File: src/common/synth_pkg.sv
package synth_pkg;

    // Widths with a meaning of their own
    typedef logic [7:0] sample_t;    // Audio sample, unsigned
    typedef logic [5:0] note_t;      // Codes 0..59, five octaves of twelve
    typedef logic [9:0] period_t;    // Step period in clocks
    typedef logic [1:0] wave_sel_t;  // Waveform code

    localparam wave_sel_t WAVE_TRI = 2'd0;
    localparam wave_sel_t WAVE_SAW = 2'd1;
    localparam wave_sel_t WAVE_SQR = 2'd2;

    // Configuration held by the command receiver
    typedef struct packed {
        wave_sel_t wave;  // Selected generator
        note_t     note;  // Raw note code as received
    } synth_cfg_t;

    // Serial receiver FSM
    typedef enum logic [1:0] {
        RX_IDLE  = 2'd0,  // Line high, waiting for start
        RX_START = 2'd1,  // Start bit check at half a bit
        RX_DATA  = 2'd2,  // Eight data bits, LSB first
        RX_STOP  = 2'd3   // Stop bit check and decode
    } rx_state_t;

    localparam int CLKS_PER_BIT = 4;  // Kept short for simulation

    // Command bytes
    localparam logic [7:0] CMD_TRI = 8'h54;  // 'T'
    localparam logic [7:0] CMD_SAW = 8'h53;  // 'S'
    localparam logic [7:0] CMD_SQR = 8'h51;  // 'Q'

    localparam int    NOTES_PER_OCTAVE = 12;
    localparam int    NOTE_COUNT       = 60;
    localparam note_t NOTE_DEFAULT     = 6'd33;  // A, octave 2

    // Octave 0 periods, C up to B; halved once per octave
    localparam period_t NOTE_BASE_PERIOD [NOTES_PER_OCTAVE] = '{
        10'd256, 10'd242, 10'd228, 10'd215,
        10'd203, 10'd192, 10'd181, 10'd171,
        10'd161, 10'd152, 10'd144, 10'd136
    };

    localparam int I2S_WORD_BITS = 16;  // Sample sent twice per word

endpackage

File: src/uart_rx/uart_cmd_rx.sv
`timescale 1ns/100ps

module uart_cmd_rx (
    input  logic                  clk,
    input  logic                  rst_n,
    input  logic                  rx,   // Serial line, idles high
    output synth_pkg::synth_cfg_t cfg   // Wave and note for the synth core
);

    synth_pkg::rx_state_t                        state;
    logic [$clog2(synth_pkg::CLKS_PER_BIT)-1:0] clk_cnt;    // Clocks into current bit
    logic [3:0]                                  bit_idx;    // Reaches 8 on entry to stop
    logic [7:0]                                  shift_reg;  // Byte assembly, LSB first
    logic                                        bit_mid;    // Mid-bit sample point

    // A full bit after the previous sample point
    assign bit_mid = (clk_cnt == synth_pkg::CLKS_PER_BIT - 1);

    always_ff @(posedge clk) begin
        if (!rst_n) begin
            state   <= synth_pkg::RX_IDLE;
            clk_cnt <= '0;
            bit_idx <= '0;
            cfg     <= '{wave: synth_pkg::WAVE_TRI, note: '0};  // Triangle, note 0
        end else begin
            clk_cnt <= clk_cnt + 1'b1;
            case (state)
                synth_pkg::RX_IDLE: begin
                    clk_cnt <= '0;
                    bit_idx <= '0;
                    if (!rx) begin
                        state <= synth_pkg::RX_START;  // Possible start edge
                    end
                end
                synth_pkg::RX_START: begin
                    if (clk_cnt == synth_pkg::CLKS_PER_BIT / 2 - 1) begin
                        clk_cnt <= '0;  // Realign to mid-bit
                        // Line back high means a glitch
                        state   <= rx ? synth_pkg::RX_IDLE : synth_pkg::RX_DATA;
                    end
                end
                synth_pkg::RX_DATA: begin
                    if (bit_mid) begin
                        clk_cnt <= '0;
                        bit_idx <= bit_idx + 1'b1;
                        if (bit_idx == 4'd7) begin
                            state <= synth_pkg::RX_STOP;  // Last data bit taken
                        end
                    end
                end
                synth_pkg::RX_STOP: begin
                    if (bit_mid) begin
                        state <= synth_pkg::RX_IDLE;
                        if (rx) begin  // Framing ok, else byte dropped
                            case (shift_reg)
                                synth_pkg::CMD_TRI: cfg.wave <= synth_pkg::WAVE_TRI;
                                synth_pkg::CMD_SAW: cfg.wave <= synth_pkg::WAVE_SAW;
                                synth_pkg::CMD_SQR: cfg.wave <= synth_pkg::WAVE_SQR;
                                default:            cfg.note <= shift_reg[5:0];  // Note code
                            endcase
                        end
                    end
                end
                default: begin
                    state <= synth_pkg::RX_IDLE;
                end
            endcase
        end
    end

    // Data bits shift in from the top, LSB arrives first
    always_ff @(posedge clk) begin
        if (state == synth_pkg::RX_DATA && bit_mid) begin
            shift_reg <= {rx, shift_reg[7:1]};
        end
    end

    // Index only counts data bits while in the data state
    a_bit_idx_range: assert property (@(posedge clk) disable iff (!rst_n)
        state == synth_pkg::RX_DATA |-> bit_idx < 4'd8);

    // Configuration moves only out of a completed frame
    a_cfg_after_stop: assert property (@(posedge clk) disable iff (!rst_n)
        $changed(cfg) |-> $past(state) == synth_pkg::RX_STOP);

endmodule

File: src/osc/note_divider.sv
`timescale 1ns/100ps

module note_divider (
    input  logic             clk,
    input  logic             rst_n,
    input  synth_pkg::note_t note,  // Code from the receiver
    output logic             step   // One clock every period
);

    synth_pkg::note_t   note_eff;  // Codes 60..63 folded to default
    synth_pkg::note_t   note_q;    // Last code, change detect
    logic [3:0]         semitone;  // 0..11
    logic [2:0]         octave;    // 0..4
    synth_pkg::period_t period;    // Clocks between steps
    synth_pkg::period_t cnt;       // Down counter to next step

    assign note_eff = (note >= synth_pkg::NOTE_COUNT) ? synth_pkg::NOTE_DEFAULT : note;
    assign semitone = 4'(note_eff % synth_pkg::NOTES_PER_OCTAVE);
    assign octave   = 3'(note_eff / synth_pkg::NOTES_PER_OCTAVE);
    // One octave up halves the period
    assign period   = synth_pkg::NOTE_BASE_PERIOD[semitone] >> octave;

    always_ff @(posedge clk) begin
        if (!rst_n) begin
            note_q <= '0;
            cnt    <= synth_pkg::NOTE_BASE_PERIOD[0] - 1'b1;  // Note 0 after reset
            step   <= 1'b0;
        end else begin
            note_q <= note;
            step   <= 1'b0;
            if (note != note_q) begin
                cnt <= period - 1'b1;  // Restart on a new note
            end else if (cnt == '0) begin
                cnt  <= period - 1'b1;
                step <= 1'b1;          // Expiry
            end else begin
                cnt <= cnt - 1'b1;
            end
        end
    end

    // Shortest period over the table keeps the oscillator within one step per 8 clocks
    a_period_min: assert property (@(posedge clk) disable iff (!rst_n)
        period >= 10'd8);

endmodule

File: src/osc/wave_osc.sv
`timescale 1ns/100ps

module wave_osc (
    input  logic                 clk,
    input  logic                 rst_n,
    input  logic                 step,    // Advance pulse from the divider
    input  synth_pkg::wave_sel_t wave,    // Generator choice
    output synth_pkg::sample_t   sample   // Registered output
);

    synth_pkg::sample_t saw_cnt;  // Phase ramp, wraps
    synth_pkg::sample_t tri_cnt;  // Bounces 0..255
    logic               tri_up;   // Triangle direction
    logic               sqr_hi;   // Square level

    // Generators move only on a step
    always_ff @(posedge clk) begin
        if (!rst_n) begin
            saw_cnt <= '0;
            tri_cnt <= '0;
            tri_up  <= 1'b1;
            sqr_hi  <= 1'b0;
        end else if (step) begin
            saw_cnt <= saw_cnt + 1'b1;
            sqr_hi  <= ~sqr_hi;
            if (tri_up) begin
                if (tri_cnt == '1) begin
                    tri_up  <= 1'b0;              // Top reached, turn down
                    tri_cnt <= tri_cnt - 1'b1;
                end else begin
                    tri_cnt <= tri_cnt + 1'b1;
                end
            end else begin
                if (tri_cnt == '0) begin
                    tri_up  <= 1'b1;              // Bottom reached, turn up
                    tri_cnt <= tri_cnt + 1'b1;
                end else begin
                    tri_cnt <= tri_cnt - 1'b1;
                end
            end
        end
    end

    // Output mux, registered every clock
    always_ff @(posedge clk) begin
        if (!rst_n) begin
            sample <= '0;
        end else begin
            case (wave)
                synth_pkg::WAVE_SAW: sample <= saw_cnt;
                synth_pkg::WAVE_SQR: sample <= {$bits(synth_pkg::sample_t){sqr_hi}};  // 00 or FF
                default:             sample <= tri_cnt;  // Triangle, also unused code 3
            endcase
        end
    end

    // No jump between the two ends across a step
    a_tri_no_wrap: assert property (@(posedge clk) disable iff (!rst_n)
        $past(step) |->
            !(($past(tri_cnt) == 8'hFF && tri_cnt == 8'h00) ||
              ($past(tri_cnt) == 8'h00 && tri_cnt == 8'hFF)));

endmodule

File: src/i2s/i2s_tx.sv
`timescale 1ns/100ps

module i2s_tx (
    input  logic               clk,
    input  logic               rst_n,
    input  synth_pkg::sample_t sample,  // Taken at word boundaries only
    output logic               sck,     // Bit clock, clk / 2
    output logic               ws,      // Word select, toggles per word
    output logic               sd       // Serial data, MSB first
);

    logic [$clog2(synth_pkg::I2S_WORD_BITS)-1:0] bit_cnt;    // Bit within word
    logic [synth_pkg::I2S_WORD_BITS-1:0]         shift_reg;  // Word being sent

    always_ff @(posedge clk) begin
        if (!rst_n) begin
            sck     <= 1'b0;
            ws      <= 1'b0;
            sd      <= 1'b0;
            bit_cnt <= '1;  // First falling sck starts a word
        end else begin
            sck <= ~sck;
            if (sck) begin  // Falling sck, data changes here
                if (bit_cnt == synth_pkg::I2S_WORD_BITS - 1) begin
                    bit_cnt <= '0;
                    ws      <= ~ws;        // Aligned with the new MSB
                    sd      <= sample[$bits(synth_pkg::sample_t)-1];
                end else begin
                    bit_cnt <= bit_cnt + 1'b1;
                    sd      <= shift_reg[synth_pkg::I2S_WORD_BITS-2];
                end
            end
        end
    end

    // Sample replicated into both bytes at load, then shifted left
    always_ff @(posedge clk) begin
        if (sck) begin
            if (bit_cnt == synth_pkg::I2S_WORD_BITS - 1) begin
                shift_reg <= {sample, sample};
            end else begin
                shift_reg <= shift_reg << 1;
            end
        end
    end

    // Framing stays locked to the bit counter, new word opens with its own MSB
    a_ws_at_bit0: assert property (@(posedge clk) disable iff (!rst_n)
        $changed(ws) |-> bit_cnt == '0 && sd == shift_reg[synth_pkg::I2S_WORD_BITS-1]);

endmodule

File: src/hdl/wave_synth_top.sv
`timescale 1ns/100ps

module wave_synth_top (
    input  logic clk,
    input  logic rst_n,
    input  logic rx,   // Command line
    output logic sck,  // I2S bit clock
    output logic ws,   // I2S word select
    output logic sd    // I2S data
);

    synth_pkg::synth_cfg_t cfg;     // Current wave and note
    logic                  step;    // Oscillator advance
    synth_pkg::sample_t    sample;  // Selected generator output

    uart_cmd_rx u_rx (
        .clk   (clk),
        .rst_n (rst_n),
        .rx    (rx),
        .cfg   (cfg)
    );

    note_divider u_div (
        .clk   (clk),
        .rst_n (rst_n),
        .note  (cfg.note),
        .step  (step)
    );

    wave_osc u_osc (
        .clk    (clk),
        .rst_n  (rst_n),
        .step   (step),
        .wave   (cfg.wave),
        .sample (sample)
    );

    i2s_tx u_i2s (
        .clk    (clk),
        .rst_n  (rst_n),
        .sample (sample),
        .sck    (sck),
        .ws     (ws),
        .sd     (sd)
    );

endmodule

File: config.mk
export PLATFORM = sky130hd
export DESIGN_NAME = wave_synth_top
export DESIGN_NICKNAME = d
export VERILOG_FILES = /design/src/common/synth_pkg.sv /design/src/uart_rx/uart_cmd_rx.sv /design/src/osc/note_divider.sv /design/src/osc/wave_osc.sv /design/src/i2s/i2s_tx.sv /design/src/hdl/wave_synth_top.sv
export SDC_FILE = /design/constraint.sdc
export NUM_CORES = 1
export LEC_CHECK = 0
export BUFFER_PORTS_ARGS = -buffer_cell sky130_fd_sc_hd__buf_2
export CORE_AREA = 8 8 107 109
export DETAILED_ROUTE_END_ITERATION = 10
export DIE_AREA = 0 0 115 117
export GPL_TIMING_DRIVEN = 0
export PLACE_DENSITY = 0.79
export SLEW_MARGIN = 40
export SYNTH_ARGS = -nofsm -noshare
export SYNTH_HDL_FRONTEND = slang
export SYNTH_HIERARCHICAL = 1
export SYNTH_SLANG_ARGS = --single-unit
File: constraint.sdc
create_clock -name clk -period 4.4 [get_ports clk]
set_clock_uncertainty 0.1 [all_clocks]
set_input_delay 0.44 -clock clk [delete_from_list [all_inputs] [get_ports clk]]
set_output_delay 0.44 -clock clk [all_outputs]
set_load 0.03 [all_outputs]
==> key figures <==
Run status
  – Outcome: finished clean

Cells and area
  – Max FFs per register: 15
  – Fraction of layout instances using a drive strength above 1: 15.5%
  – Fin nets: 697
  – Ant diodes: 0
  – Fin area: 0.00614 mm2
  – Area Growth Syn to Fin: 11.2%

Worst setup path
  – Slowest cell on the critical path: dfxtp_2
  – CP delay by family, top: simple AND/OR/NAND/NOR gates
  – Type of the worst setup path: reg -> reg
  – Critical R2R Launch: u_rx/cfg[3]
  – Critical path endpoint: u_div/cnt[4]
  – Crit path depth: 19
  – Critical R2R Capture: u_div/cnt[4]
  – R2R cell count: 19
  – Setup crit end kind: flip-flop
  – Crit start category: flip-flop
  – CP dominant cell by count: buf_6
  – Worst path bufs/invs: 4
  – Worst-path cell chain: buf_6 > buf_6 > nand3_1 > and2_2 > ha_4 > ha_1 > nor2b_2 > a21oi_4 > buf_6 > mux2i_4 > nand3_1 > nor3_1 > a211oi_1 > a32oi_2 > ha_2 > inv_1 > nor3b_2 > xnor2_1 > o211ai_1
  – CP peak stage delay: 0.38 ns
  – Req. time, crit path: 4.52 ns
  – Crit Path Max Fanout: 10
  – Critical path data arrival time: 4.28 ns
  – R2r setup slk: between 0.2 and 0.25 ns
  – CP Launch Point: u_rx/cfg[3]

Synth
  – Syn Std Cell Area: 0.00553 mm2
  – EDFF count, synth: 23
  – Post-synthesis mux area share: 2.94%
  – Flops & latches, synth: 89
  – Dominant cell type by area after synthesis: dfxtp_1
  – Synth top cells by count: 99 x nand2_1, 66 x dfxtp_1, 40 x a21oi_1
  – Post-synth ARST share: 0%
  – Top-count cell post-synth: nand2_1
  – Largest family of logic cells by synthesized area: simple AND/OR/NAND/NOR gates
  – Simple-gate share of the synthesized area: 26.6%
  – Yosys cell types: 85
  – Cells after Synth: 650
  – Xor and xnor area share after synthesis: 4.28%
  – Compound-Gate Fraction of Synth Area: 19.6%
  – Top cells by area, synth: dfxtp_1 24%, edfxtp_1 12%, nand2_1 6.7%
  – Prevailing post-synth register cell: dfxtp_1
  – Sequential share of the synthesized area: between 30% and 40%
  – Synth Area in Adders: 4.53%
  – Share of the synthesized area in the top cell type: 23.9%
  – Post-Syn Nets: 673
  – Synth Warn #: 6
  – Post-synthesis average cell area: 8.50 um2

CTS
  – CTS Buf Count: 9
  – CTS root buffer: clkbuf_8
  – Clock latency at the later pin of the worst-skew pair: around 0.35 ns
  – CTS Sinks: 89
  – Deepest clock path buffer count: 2
  – Level count of the clock H-tree: 3
  – Reg clk slew, reported paths: 0.10 ns
  – CTS tree: built

STA
  – Slew Limit Fails: 0
  – Final Cycle Share: 94.5%
  – Fin Hold WS: 0.233 ns
  – Maximum clock rate: 0.241 GHz
  – Final WS setup: approximately 0.24 ns
  – Final Hold Viols: 0
  – Minimum clock period: 4.16 ns
  – Setup violators final: 0
  – Worst slew pin tran: just under 0.7 ns
  – Max-slew headroom: 54.8%
  – Total negative slack: 0 ns

Power and ir drop
  – Clock power frac: 35.2%
  – Max rail drop VDD: approximately 0.16 mV
  – Seq pwr share: between 50% and 60%
  – PwrDens: 246 mW/mm2
  – Pint: between 0.001 and 0.0015 W
  – Leakage Power: 2.39 nW
  – Comb power frac: ~6.6%
  – Psw: 0.000392 W
  – Switching share of power: roughly a quarter

Global route
  – Antenna violations before repair: 0
  – Vias in the first global route: 4577
  – First-pass GRT wire length: about 22000 um
  – Largest net degree at the start of global routing: 30
  – Gr ovfl total: 0
  – GRT Overall Usage: between 10% and 20%

Route
  – Met1 Wirelength: about 6200 um
  – Met3 wire len: 654 um
  – Number of remaining DRC errors: 0
  – Vias: 4873
  – Total routed wirelength: about 13000 um
  – Via density: between 5 and 6
  – Initial detailed-routing violation count: 584
  – Top Layer Used: met4
  – Routed Antenna Nets: 0
  – Avg WL per Cell: about 16 um
  – DRT Pass-1 Iters: 4
  – Met2 Wirelength: 6180 um

Place
  – Post-DP HPWL: 9480 um
  – Pre-CTS setup slack: -0.857 ns
  – Dpl cell area: ~0.0057 mm2
  – Buffers on Ports: 5
  – Placer Congestion: about 0.98

Floorplan
  – Die Span X: 115 um
  – Core ar.: 0.00991 mm2
  – I/O pins: 6
  – Full die area: between 0.01 and 0.015 mm2
  – Row cnt: 37
  – Die Ht: 117 um
  – Initial Utilization: about 56%

Job
  – MaxCap Viol Count: 0

Hold path
  – Hold Path Class: in -> reg
-- worst register-to-register path, delay by kind of cell, from the launching register on --
family | cells | cell delay [ns]
adder cells (fa/ha/maj) | 3 | 0.66
XOR/XNOR | 1 | 0.16
AO/OA/AOI/OAI | 4 | 0.68
AND/OR/NAND/NOR | 6 | 1.16
multiplexers | 1 | 0.29
flip-flops | 1 | 0.38
buffers and inverters | 4 | 0.57
-- layout by cell type, fill, tap and decap left out, types with 5 or more instances in the layout --
cell and n:
a21oi_1 40, a31o_2 5, a31oi_1 6, and2_1 18
and3_1 7, buf_2 12, buf_4 12, buf_6 10
clkbuf_1 16, clkbuf_8 9, dfxtp_1 65, edfxtp_1 23
ha_1 18, inv_1 26, mux2i_1 13, nand2_1 97
nand2b_1 9, nand3_1 24, nand3b_1 6, nand4_1 14
nor2_1 33, nor2b_1 7, nor3_1 18, nor3b_1 5
o21ai_0 38, o221ai_1 5, xnor2_1 14, xor2_1 13
-- per-layer routing --
layer	vias up	global-route usage, %
li1	2396	-
met1	2325	25.9
met2	139	32.8
met3	13	4.10
met4	0	4.38
met5	-	0
-- stage by stage --
| stage | total power [W] | std cells | utilization [%] |
|---|---|---|---|
| after CTS | 0.00153 | 806 | 60.2 |
| after global routing | 0.00158 | 815 | 62.0 |
| final | 0.00151 | 815 | 62.0 |
| after global placement | 0.000992 | 791 | 57.8 |
| after floorplan | 0.000968 | 650 | - |
| after detailed placement | 0.000998 | 791 | 57.8 |
-- logic make-up after synthesis --
family,after synthesis
adders and majority gates,20
and+or+nand+nor,277
xor gates and xnor gates,27
DFF,89
AOI/OAI and AO/OA,155
buffers and inverters,66
muxes,16
-- how the worst min path moves through the flow --
stage | start | endpoint | slack [ns] | cells past startpoint
3_3_place_gp | u_rx/shift_reg[4] | u_rx/shift_reg[3] | 0.35 | 0
6_report | rx | u_rx/shift_reg[7] | 0.23 | 1
5_1_grt | rx | u_rx/shift_reg[7] | 0.21 | 1
2_1_floorplan | u_rx/bit_idx[3] | u_rx/bit_idx[3] | 0.34 | 2
4_1_cts | rx | u_rx/shift_reg[7] | 0.22 | 1
3_5_place_dp | u_rx/shift_reg[4] | u_rx/shift_reg[3] | 0.36 | 0
-- layout make-up --
type                    count  area, um2
clock inverters             7       62.6
plain buffers              39        245
repair buffers             14       92.6
clock buffers               9        124
inverters                  26       97.6
well taps                 136        170
multi-input cells         495       3340
flip-flops and latches     89       2010
fillers                   885       3760
-- power groups by stage --
| stage | Sequential, W | Combinational [W] | Clock, W |
|---|---|---|---|
| after global placement | 0.000897 | 0.0000949 | 0 |
| after CTS | 0.000880 | 0.000100 | 0.000554 |
| after detailed placement | 0.000899 | 0.0000993 | 0 |
| final | 0.000880 | 0.0000991 | 0.000533 |
| after global routing | 0.000883 | 0.000112 | 0.000588 |
| after floorplan | 0.000900 | 0.0000680 | 0 |
-- repair_timing --
item	in CTS	in global routing
pin swaps	0	7
hold buffers	0	0
gates resized for setup	15	26
endpoints found under the setup margin	9	8
buffers inserted	0	9
Power figures use the tool's default switching activity.
